<file path="config.mk">
export PLATFORM = sky130hd
export DESIGN_NAME = uart_report_top
export DESIGN_NICKNAME = d
export VERILOG_FILES = /design/src/logic/uart_pkg.sv /design/src/logic/report_pkg.sv /design/src/logic/report_formatter.sv /design/src/logic/char_fifo.sv /design/src/logic/uart_tx.sv /design/src/logic/uart_rx.sv /design/src/logic/uart_report_top.sv
export SDC_FILE = /design/constraint.sdc
export NUM_CORES = 1
export LEC_CHECK = 0
export BUFFER_PORTS_ARGS = -buffer_cell sky130_fd_sc_hd__buf_2
export CAP_MARGIN = 0
export CORE_ASPECT_RATIO = 1.75
export CORE_MARGIN = 1
export CORE_UTILIZATION = 65
export DETAILED_ROUTE_END_ITERATION = 7
export GPL_TIMING_DRIVEN = 0
export MAX_ROUTING_LAYER = met4
export PLACE_DENSITY_LB_ADDON = 0.15
export SETUP_SLACK_MARGIN = 0.2
export SYNTH_ARGS = -nofsm -noshare
export SYNTH_HDL_FRONTEND = slang
export SYNTH_SLANG_ARGS = --single-unit
</file>
<file path="constraint.sdc">
create_clock -name clk -period 4.4 [get_ports clk]
set_clock_uncertainty 0.1 [all_clocks]
set_input_delay 0.88 -clock clk [delete_from_list [all_inputs] [get_ports clk]]
set_output_delay 0.88 -clock clk [all_outputs]
set_load 0.03 [all_outputs]
</file>
<file path="src/logic/uart_pkg.sv">
package uart_pkg;

   // One serial data byte
   typedef logic [7:0] byte_t;

   // Index of a data bit inside the frame
   typedef logic [2:0] bit_idx_t;

   // Start, eight data bits, stop
   localparam int FRAME_BITS = 10;
   localparam int DATA_BITS = FRAME_BITS - 2;

   // Index of the last data bit since the LSB goes first
   localparam bit_idx_t LAST_BIT = bit_idx_t'(DATA_BITS - 1);

   // Line levels
   localparam logic LINE_IDLE = 1'b1;
   localparam logic START_LEVEL = 1'b0;
   localparam logic STOP_LEVEL = 1'b1;

   // Frame phases shared by both directions
   typedef enum logic [1:0] {
      SER_IDLE,
      SER_START,
      SER_DATA,
      SER_STOP
   } ser_state_e;

endpackage

</file>
<file path="src/logic/report_pkg.sv">
package report_pkg;

   // Widest data word a report can carry
   localparam int REPORT_DATA_MAX = 32;

   typedef logic [REPORT_DATA_MAX-1:0] report_data_t;
   typedef logic [1:0] reg_id_t;

   // One report from the client
   typedef struct packed {
      reg_id_t reg_id;
      report_data_t data;
   } report_t;

   // ASCII character that also fills a FIFO entry
   typedef logic [7:0] char_t;

   // One hex digit
   typedef logic [3:0] nibble_t;

   // Walk through one output line
   typedef enum logic [2:0] {
      FMT_IDLE,
      FMT_R,
      FMT_ID,
      FMT_COLON,
      FMT_HEX,
      FMT_LF,
      FMT_CR
   } fmt_state_e;

   localparam char_t ASCII_R = 8'h52;
   localparam char_t ASCII_COLON = 8'h3A;
   localparam char_t ASCII_LF = 8'h0A;
   localparam char_t ASCII_CR = 8'h0D;

   // Bases for the hex digits
   localparam char_t ASCII_0 = 8'h30;
   localparam char_t ASCII_A = 8'h41;

endpackage

</file>
<file path="src/logic/report_formatter.sv">
`timescale 1ns/1ps

module report_formatter
   import report_pkg::*;
#(
   parameter int NUM_NIBBLES = 4
) (
   input  logic    clk,
   input  logic    rst,
   input  report_t i_rep,
   input  logic    i_rep_valid,
   output logic    o_rep_ready,
   output char_t   o_chr,
   output logic    o_chr_valid,
   input  logic    i_chr_ready,
   output logic    o_idle
);

   // Enough to count down from NUM_NIBBLES-1
   typedef logic [$clog2(REPORT_DATA_MAX / 4)-1:0] nib_cnt_t;

   // Bit position of the first printed nibble
   localparam int TOP_BIT = 4 * NUM_NIBBLES - 1;
   localparam nib_cnt_t NIB_FIRST = nib_cnt_t'(NUM_NIBBLES - 1);

   fmt_state_e   state_q;
   nib_cnt_t     nib_cnt_q;
   reg_id_t      reg_id_q;
   report_data_t data_q;    // Next digit sits at TOP_BIT
   nibble_t      cur_nib;
   logic         rep_take;
   logic         chr_take;

   function automatic char_t nib2ascii(input nibble_t nib);
      if (nib < 4'd10)
         return ASCII_0 + char_t'(nib);
      else
         return ASCII_A + char_t'(nib - 4'd10);
   endfunction

   assign o_idle = (state_q == FMT_IDLE);
   assign o_rep_ready = o_idle;    // One report at a time
   assign o_chr_valid = !o_idle;

   assign rep_take = i_rep_valid && o_rep_ready;
   assign chr_take = o_chr_valid && i_chr_ready;

   assign cur_nib = data_q[TOP_BIT -: 4];

   always_comb
   begin
      case (state_q)
         FMT_R:     o_chr = ASCII_R;
         FMT_ID:    o_chr = nib2ascii({2'b00, reg_id_q});
         FMT_COLON: o_chr = ASCII_COLON;
         FMT_HEX:   o_chr = nib2ascii(cur_nib);
         FMT_LF:    o_chr = ASCII_LF;
         FMT_CR:    o_chr = ASCII_CR;
         default:   o_chr = ASCII_CR;    // Not valid in idle
      endcase
   end

   always_ff @(posedge clk)
   begin
      if (rst)
      begin
         state_q <= FMT_IDLE;
         nib_cnt_q <= '0;
      end
      else if (rep_take)
      begin
         state_q <= FMT_R;
         nib_cnt_q <= NIB_FIRST;
      end
      else if (chr_take)
      begin
         case (state_q)
            FMT_R:     state_q <= FMT_ID;
            FMT_ID:    state_q <= FMT_COLON;
            FMT_COLON: state_q <= FMT_HEX;
            FMT_HEX:
            begin
               if (nib_cnt_q == '0)
                  state_q <= FMT_LF;
               else
                  nib_cnt_q <= nib_cnt_q - 1'b1;
            end
            FMT_LF:    state_q <= FMT_CR;
            FMT_CR:    state_q <= FMT_IDLE;
            default:   state_q <= FMT_IDLE;
         endcase
      end
   end

   // Report payload shifted one digit per hex character
   always_ff @(posedge clk)
   begin
      if (rep_take)
      begin
         reg_id_q <= i_rep.reg_id;
         data_q <= i_rep.data;
      end
      else if (chr_take && state_q == FMT_HEX)
      begin
         data_q <= data_q << 4;
      end
   end

endmodule

</file>
<file path="src/logic/char_fifo.sv">
`timescale 1ns/1ps

module char_fifo
   import report_pkg::*;
#(
   parameter int FIFO_DEPTH = 16
) (
   input  logic  clk,
   input  logic  rst,
   input  char_t i_wr_data,
   input  logic  i_wr_valid,
   output logic  o_wr_ready,
   output char_t o_rd_data,
   output logic  o_rd_valid,
   input  logic  i_rd_ready
);

   localparam int AW = $clog2(FIFO_DEPTH);

   // Extra MSB tells full from empty
   typedef logic [AW:0] ptr_t;

   char_t mem [FIFO_DEPTH];
   ptr_t  wr_ptr_q;
   ptr_t  rd_ptr_q;
   logic  full;
   logic  empty;
   logic  do_wr;
   logic  do_rd;

   assign empty = (wr_ptr_q == rd_ptr_q);
   assign full = (wr_ptr_q[AW] != rd_ptr_q[AW])
              && (wr_ptr_q[AW-1:0] == rd_ptr_q[AW-1:0]);

   assign o_wr_ready = !full;
   assign o_rd_valid = !empty;
   assign o_rd_data = mem[rd_ptr_q[AW-1:0]];   // Head entry

   assign do_wr = i_wr_valid && !full;
   assign do_rd = i_rd_ready && !empty;

   always_ff @(posedge clk)
   begin
      if (rst)
      begin
         wr_ptr_q <= '0;
         rd_ptr_q <= '0;
      end
      else
      begin
         if (do_wr)
            wr_ptr_q <= wr_ptr_q + 1'b1;
         if (do_rd)
            rd_ptr_q <= rd_ptr_q + 1'b1;
      end
   end

   always_ff @(posedge clk)
   begin
      if (do_wr)
         mem[wr_ptr_q[AW-1:0]] <= i_wr_data;
   end

endmodule

</file>
<file path="src/logic/uart_tx.sv">
`timescale 1ns/1ps

module uart_tx
   import uart_pkg::*;
#(
   parameter int CLKS_PER_BIT = 16
) (
   input  logic  clk,
   input  logic  rst,
   input  byte_t i_byte,
   input  logic  i_valid,
   output logic  o_ready,
   output logic  o_tx
);

   localparam int CNT_W = (CLKS_PER_BIT > 1) ? $clog2(CLKS_PER_BIT) : 1;

   typedef logic [CNT_W-1:0] baud_cnt_t;

   localparam baud_cnt_t BAUD_LAST = baud_cnt_t'(CLKS_PER_BIT - 1);

   ser_state_e state_q;
   baud_cnt_t  baud_q;
   bit_idx_t   bit_q;
   byte_t      shift_q;    // LSB is the bit on the line
   logic       tx_q;
   logic       accept;
   logic       bit_end;

   assign o_ready = (state_q == SER_IDLE);
   assign o_tx = tx_q;
   assign accept = i_valid && o_ready;
   assign bit_end = (baud_q == BAUD_LAST);

   always_ff @(posedge clk)
   begin
      if (rst)
      begin
         state_q <= SER_IDLE;
         baud_q <= '0;
         bit_q <= '0;
         tx_q <= LINE_IDLE;
      end
      else if (state_q == SER_IDLE)
      begin
         baud_q <= '0;
         if (accept)
         begin
            state_q <= SER_START;
            tx_q <= START_LEVEL;   // Start bit from the next cycle
         end
      end
      else if (!bit_end)
      begin
         baud_q <= baud_q + 1'b1;
      end
      else
      begin
         baud_q <= '0;
         case (state_q)
            SER_START:
            begin
               state_q <= SER_DATA;
               bit_q <= '0;
               tx_q <= shift_q[0];
            end
            SER_DATA:
            begin
               if (bit_q == LAST_BIT)
               begin
                  state_q <= SER_STOP;
                  tx_q <= STOP_LEVEL;
               end
               else
               begin
                  bit_q <= bit_q + 1'b1;
                  tx_q <= shift_q[1];
               end
            end
            default:
            begin
               state_q <= SER_IDLE;    // Stop bit done
               tx_q <= LINE_IDLE;
            end
         endcase
      end
   end

   always_ff @(posedge clk)
   begin
      if (accept)
         shift_q <= i_byte;
      else if (state_q == SER_DATA && bit_end)
         shift_q <= shift_q >> 1;
   end

endmodule

</file>
<file path="src/logic/uart_rx.sv">
`timescale 1ns/1ps

module uart_rx
   import uart_pkg::*;
#(
   parameter int CLKS_PER_BIT = 16
) (
   input  logic  clk,
   input  logic  rst,
   input  logic  i_rx,
   output byte_t o_data,
   output logic  o_valid,
   output logic  o_error
);

   localparam int CNT_W = (CLKS_PER_BIT > 1) ? $clog2(CLKS_PER_BIT) : 1;
   localparam int HALF = (CLKS_PER_BIT > 1) ? CLKS_PER_BIT / 2 : 1;

   typedef logic [CNT_W-1:0] baud_cnt_t;

   localparam baud_cnt_t BAUD_LAST = baud_cnt_t'(CLKS_PER_BIT - 1);
   localparam baud_cnt_t HALF_LAST = baud_cnt_t'(HALF - 1);

   logic       rx_meta_q;
   logic       rx_sync_q;
   logic       rx_prev_q;   // For the falling edge
   ser_state_e state_q;
   baud_cnt_t  baud_q;
   bit_idx_t   bit_q;
   byte_t      shift_q;
   logic       valid_q;
   logic       error_q;
   logic       fall;
   logic       sample;

   assign fall = rx_prev_q && !rx_sync_q;
   assign o_data = shift_q;
   assign o_valid = valid_q;
   assign o_error = error_q;

   // Bit center reached
   assign sample = (state_q == SER_START) ? (baud_q == HALF_LAST) : (baud_q == BAUD_LAST);

   always_ff @(posedge clk)
   begin
      if (rst)
      begin
         rx_meta_q <= LINE_IDLE;
         rx_sync_q <= LINE_IDLE;
         rx_prev_q <= LINE_IDLE;
      end
      else
      begin
         rx_meta_q <= i_rx;
         rx_sync_q <= rx_meta_q;
         rx_prev_q <= rx_sync_q;
      end
   end

   always_ff @(posedge clk)
   begin
      if (rst)
      begin
         state_q <= SER_IDLE;
         baud_q <= '0;
         bit_q <= '0;
         valid_q <= 1'b0;
         error_q <= 1'b0;
      end
      else
      begin
         valid_q <= 1'b0;    // Pulses last one cycle
         error_q <= 1'b0;
         if (state_q == SER_IDLE)
         begin
            baud_q <= '0;
            if (fall)
               state_q <= SER_START;
         end
         else if (!sample)
         begin
            baud_q <= baud_q + 1'b1;
         end
         else
         begin
            baud_q <= '0;
            case (state_q)
               SER_START:
               begin
                  // Glitch if the line is back high
                  if (rx_sync_q == START_LEVEL)
                  begin
                     state_q <= SER_DATA;
                     bit_q <= '0;
                  end
                  else
                     state_q <= SER_IDLE;
               end
               SER_DATA:
               begin
                  if (bit_q == LAST_BIT)
                     state_q <= SER_STOP;
                  else
                     bit_q <= bit_q + 1'b1;
               end
               default:
               begin
                  state_q <= SER_IDLE;
                  if (rx_sync_q == STOP_LEVEL)
                     valid_q <= 1'b1;
                  else
                     error_q <= 1'b1;
               end
            endcase
         end
      end
   end

   // LSB arrives first, so shift in from the top
   always_ff @(posedge clk)
   begin
      if (state_q == SER_DATA && sample)
         shift_q <= {rx_sync_q, shift_q[7:1]};
   end

endmodule

</file>
<file path="src/logic/uart_report_top.sv">
`timescale 1ns/1ps

module uart_report_top
   import uart_pkg::*;
   import report_pkg::*;
#(
   parameter int CLKS_PER_BIT = 16,
   parameter int NUM_NIBBLES = 4,
   parameter int FIFO_DEPTH = 16
) (
   input  logic    clk,
   input  logic    rst,
   input  report_t i_rep,
   input  logic    i_rep_valid,
   output logic    o_rep_ready,
   output logic    o_tx,
   output logic    o_busy,
   input  logic    i_rx,
   output byte_t   o_rx_data,
   output logic    o_rx_valid,
   output logic    o_rx_error
);

   char_t chr;
   logic  chr_valid;
   logic  chr_ready;
   byte_t tx_byte;
   logic  tx_valid;
   logic  tx_ready;
   logic  fmt_idle;

   report_formatter #(
      .NUM_NIBBLES (NUM_NIBBLES)
   ) u_formatter (
      .clk         (clk),
      .rst         (rst),
      .i_rep       (i_rep),
      .i_rep_valid (i_rep_valid),
      .o_rep_ready (o_rep_ready),
      .o_chr       (chr),
      .o_chr_valid (chr_valid),
      .i_chr_ready (chr_ready),
      .o_idle      (fmt_idle)
   );

   // Holds a whole line while the serial side drains
   char_fifo #(
      .FIFO_DEPTH (FIFO_DEPTH)
   ) u_fifo (
      .clk        (clk),
      .rst        (rst),
      .i_wr_data  (chr),
      .i_wr_valid (chr_valid),
      .o_wr_ready (chr_ready),
      .o_rd_data  (tx_byte),
      .o_rd_valid (tx_valid),
      .i_rd_ready (tx_ready)
   );

   uart_tx #(
      .CLKS_PER_BIT (CLKS_PER_BIT)
   ) u_tx (
      .clk     (clk),
      .rst     (rst),
      .i_byte  (tx_byte),
      .i_valid (tx_valid),
      .o_ready (tx_ready),
      .o_tx    (o_tx)
   );

   uart_rx #(
      .CLKS_PER_BIT (CLKS_PER_BIT)
   ) u_rx (
      .clk     (clk),
      .rst     (rst),
      .i_rx    (i_rx),
      .o_data  (o_rx_data),
      .o_valid (o_rx_valid),
      .o_error (o_rx_error)
   );

   assign o_busy = !fmt_idle || tx_valid || !tx_ready;   // Any stage still working

endmodule

</file>
==> flow_summary.yaml <==
setup_path:
  cp.required_ns: 3.42
  slowest_stage: "dfxtp_1"
  critPathTopFamily: "simple AND/OR/NAND/NOR gates"
  crit_type: "flop to primary output"
  end_kind: "primary output"
  ff2ff_path_depth: 8
  path_buf_inv: 2
  slowest_delay_ns: 0.49
  arrival_ns: 2.06
  r2r_setup_slack_ns: 1.51
  critPathMaxFanout: 10
  r2r_start: "u_formatter.data_q[13]$_DFFE_PP_"
  cp-start-kind: "flop"
  rr_endpoint: "u_fifo.mem[9][0]$_DFFE_PP_"
  crit_chain: "xor2_1 -> nor4_4 -> buf_6 -> nand4_1 -> buf_2"
synthesis:
  yosysTopAreaCell: "edfxtp_1"
  synth_fa_ha_area_frac: 0.0354
  ys_seq_elements: 189
  ys_warn_count: 0
  async_flop_share: 0
  syn_nets: 631
  ys_seq_area_frac: 0.644
  synth_compound_area_frac: 0.0624
  synth_edf_count: 145
  synth.cell_area_um2: 8130
  yosys.area_share.simple: 0.103
  synth_top_flop_cell: "edfxtp_1"
  netlist_top_cells_area: "edfxtp_1 54%, dfxtp_1 11%, mux4_2 4.2%, ha_1 3.5%, mux2i_1 2.8%"
  syn_avg_cell_area_um2: 14.3
  synthMuxAreaShare: 0.103
  synth-xor-area-share: 0.0236
  synthCells: 570
  synth_top_family_by_area: "simple AND/OR/NAND/NOR gates"
  netlist.area_leader.share: 0.536
  yosysUniqueCellTypes: 63
sta:
  rsz0062_at_grt: "no"
  hold_viol_final: 0
  finalHoldWorstSlack_ns: 0.310
  setup_violations: 0
  period_share: 0.691
  fin_tns_setup_ns: 0
  tightest_slew_ns: 1.28
  fmax_mhz: 329
  slew_violations: 0
  worst_slack_ns: 1.36
  fin_crit_ns: 3.04
  slew-limit-headroom: 0.140
final_layout:
  drive_gt1_frac: 0.183
  filler_cell_count: 761
  synthToLayoutAreaGrowth_pct: 12.2
  multi_input_area_um2: 2660
  seq_area_um2: 5240
  finalNetCount: 686
  layout_commonest_cell: "edfxtp_1"
  final_cell_mix: "145 x edfxtp_1, 49 x nand2_1, 45 x nor2_1"
  diodes: 0
clock_network:
  htreeDepth: 4
  insertion_delay_ns: 0.44
  cts_resized: 0
  cts_tree: "done"
  ctsHoldBuffers: 0
  numCtsBuffers: 17
  cts-root-buf: "clkbuf_16"
  clk_path_buf_depth: 2
  clk_pin_slew_ns: 0.08
  cts_setup_buffers: 0
  cts.sinks: 189
global_route:
  overflow: 0
  grt_pass1_vias: 5092
  grt_pass1_wl_um: 25500
  grt_antenna_before_repair: 0
  grt_max_degree: 21
  grt_usage: 0.281
outcome:
  status: "finished, final reports clean"
placed_design:
  place_hpwl_um: 11500
  gp_congestion: 0.810
  post-place-ws_ns: 1.57
  place.port_buffers: 34
worst_hold_path:
  hp-class: "flop to flop"
  min_path_cells: 1
  holdPathEnd: "u_rx.rx_sync_q$_SDFF_PP1_"
  worstHoldStart: "u_rx.rx_meta_q$_SDFF_PP1_"
routing:
  wl_per_cell_um: 20.5
  wl_um: 16400
  drt_pass1_iterations: 6
  drc: 0
  antenna_left: 0
  viasPerCell: 6.08
  drtIter0Drc: 318
  vias: 4885
power:
  p_leak_nw: 3.32
  vdd_drop_max_v: 0.000421
  cellPowerDensity_nw_per_um2: 620
floorplanning:
  dieArea_um2: 13000
  dieWidth_um: 86.5
  coreArea_um2: 12100
  ios: 51
  die-height_um: 150
  core.rowCount: 53
  start_util: 0.673
flow_run:
  maxCapViolCount: 0
==> metrics by stage <==
stage	utilization	cells	power [mW]	instance area [µm²]
floorplan	-	570	3.66	8130
global placement	0.704	769	4.06	8500
detailed placement	0.706	771	4.16	8530
CTS	0.756	803	5.66	9120
global route	0.756	803	5.88	9120
finish	0.756	803	5.65	9120
==> synth_stat cells, types with 3 or more instances <==
master      n
xnor2_1    11
mux2_2      4
mux2i_1    23
xor2_1      9
inv_1      19
nor2_1     45
nand4_1     5
a211oi_1    7
nand2b_1    4
buf_4       4
mux4_1      8
dfxtp_1    44
edfxtp_1  145
nand3_1     8
nand2_1    49
o21ai_0    11
or2_2       3
mux4_2     15
ha_1       23
clkbuf_1   11
and3_1     20
nor3_1      9
buf_6       4
nor2b_1    13
buf_2       3
a221oi_1    5
a22oi_1     4
a21oi_1    22
==> kinds of logic after synthesis <==
kind of cell             after synthesis
AO/OA/AOI/OAI                         73
XOR/XNOR                              21
adder cells (fa/ha/maj)               23
buffers and inverters                 45
flip-flops                           189
multiplexers                          51
AND/OR/NAND/NOR                      168
==> registers in the layout, indices dropped and copies added, names as in the netlist, 2 cells and up, named ones only <==
signal,count
u_fifo.mem,112
u_fifo.rd_ptr_q,5
u_fifo.wr_ptr_q,5
u_formatter.data_q,16
u_formatter.nib_cnt_q,3
u_formatter.reg_id_q,2
u_formatter.state_q,3
u_rx.baud_q,4
u_rx.bit_q,3
u_rx.o_data,8
u_rx.state_q,2
u_tx.baud_q,4
u_tx.bit_q,3
u_tx.shift_q,7
u_tx.state_q,2
==> power breakdown <==
group / internal [mW] / switching (mW) / total (mW) / leakage [nW]
Clock: 0.764 / 0.750 / 1.51 / 0.291
Sequential: 2.39 / 0.111 / 2.50 / 1.68
Combinational: 0.590 / 1.05 / 1.64 / 1.35
==> cell type report <==
type                    count  area share
inverters                  20     0.00823
plain buffers              25      0.0174
flip-flops and latches    189       0.574
clock inverters            15      0.0184
well taps                 165      0.0226
clock buffers              17      0.0467
repair buffers             36      0.0207
multi-input cells         336       0.292
==> worst reg2reg max path, delay by kind of cell (launching register included) <==
family / cells / cell delay (ns)
AOI/OAI and AO/OA: 2 / 1.05
buffers and inverters: 3 / 0.46
DFF: 1 / 0.37
adders and majority gates: 2 / 0.33
xor gates and xnor gates: 1 / 0.19
==> per-layer routing <==
metal | global-route usage | vias to the layer above | part of all wire
met2 | 0.501 | 156 | 0.55
li1 | - | 2247 | -
met5 | - | - | 0
met1 | 0.282 | 2423 | 0.36
met4 | 0.159 | 0 | 0.047
met3 | 0.0563 | 59 | 0.041
==> worst max-delay path by stage <==
stage	start	endpoint	slack (ns)	cells after the start
finish	u_fifo.wr_ptr_q[0]$_SDFFE_PP0P_	o_busy	1.36	5
global route	u_fifo.wr_ptr_q[0]$_SDFFE_PP0P_	o_busy	1.25	5
CTS	u_fifo.wr_ptr_q[0]$_SDFFE_PP0P_	o_busy	1.35	5
detailed placement	u_formatter.data_q[13]$_DFFE_PP_	u_fifo.mem[14][0]$_DFFE_PP_	1.57	8
global placement	u_formatter.data_q[13]$_DFFE_PP_	u_fifo.mem[12][1]$_DFFE_PP_	1.19	7
floorplan	u_formatter.state_q[2]$_SDFFE_PP0P_	o_busy	1.95	3
(Power assumes the default switching activity.)
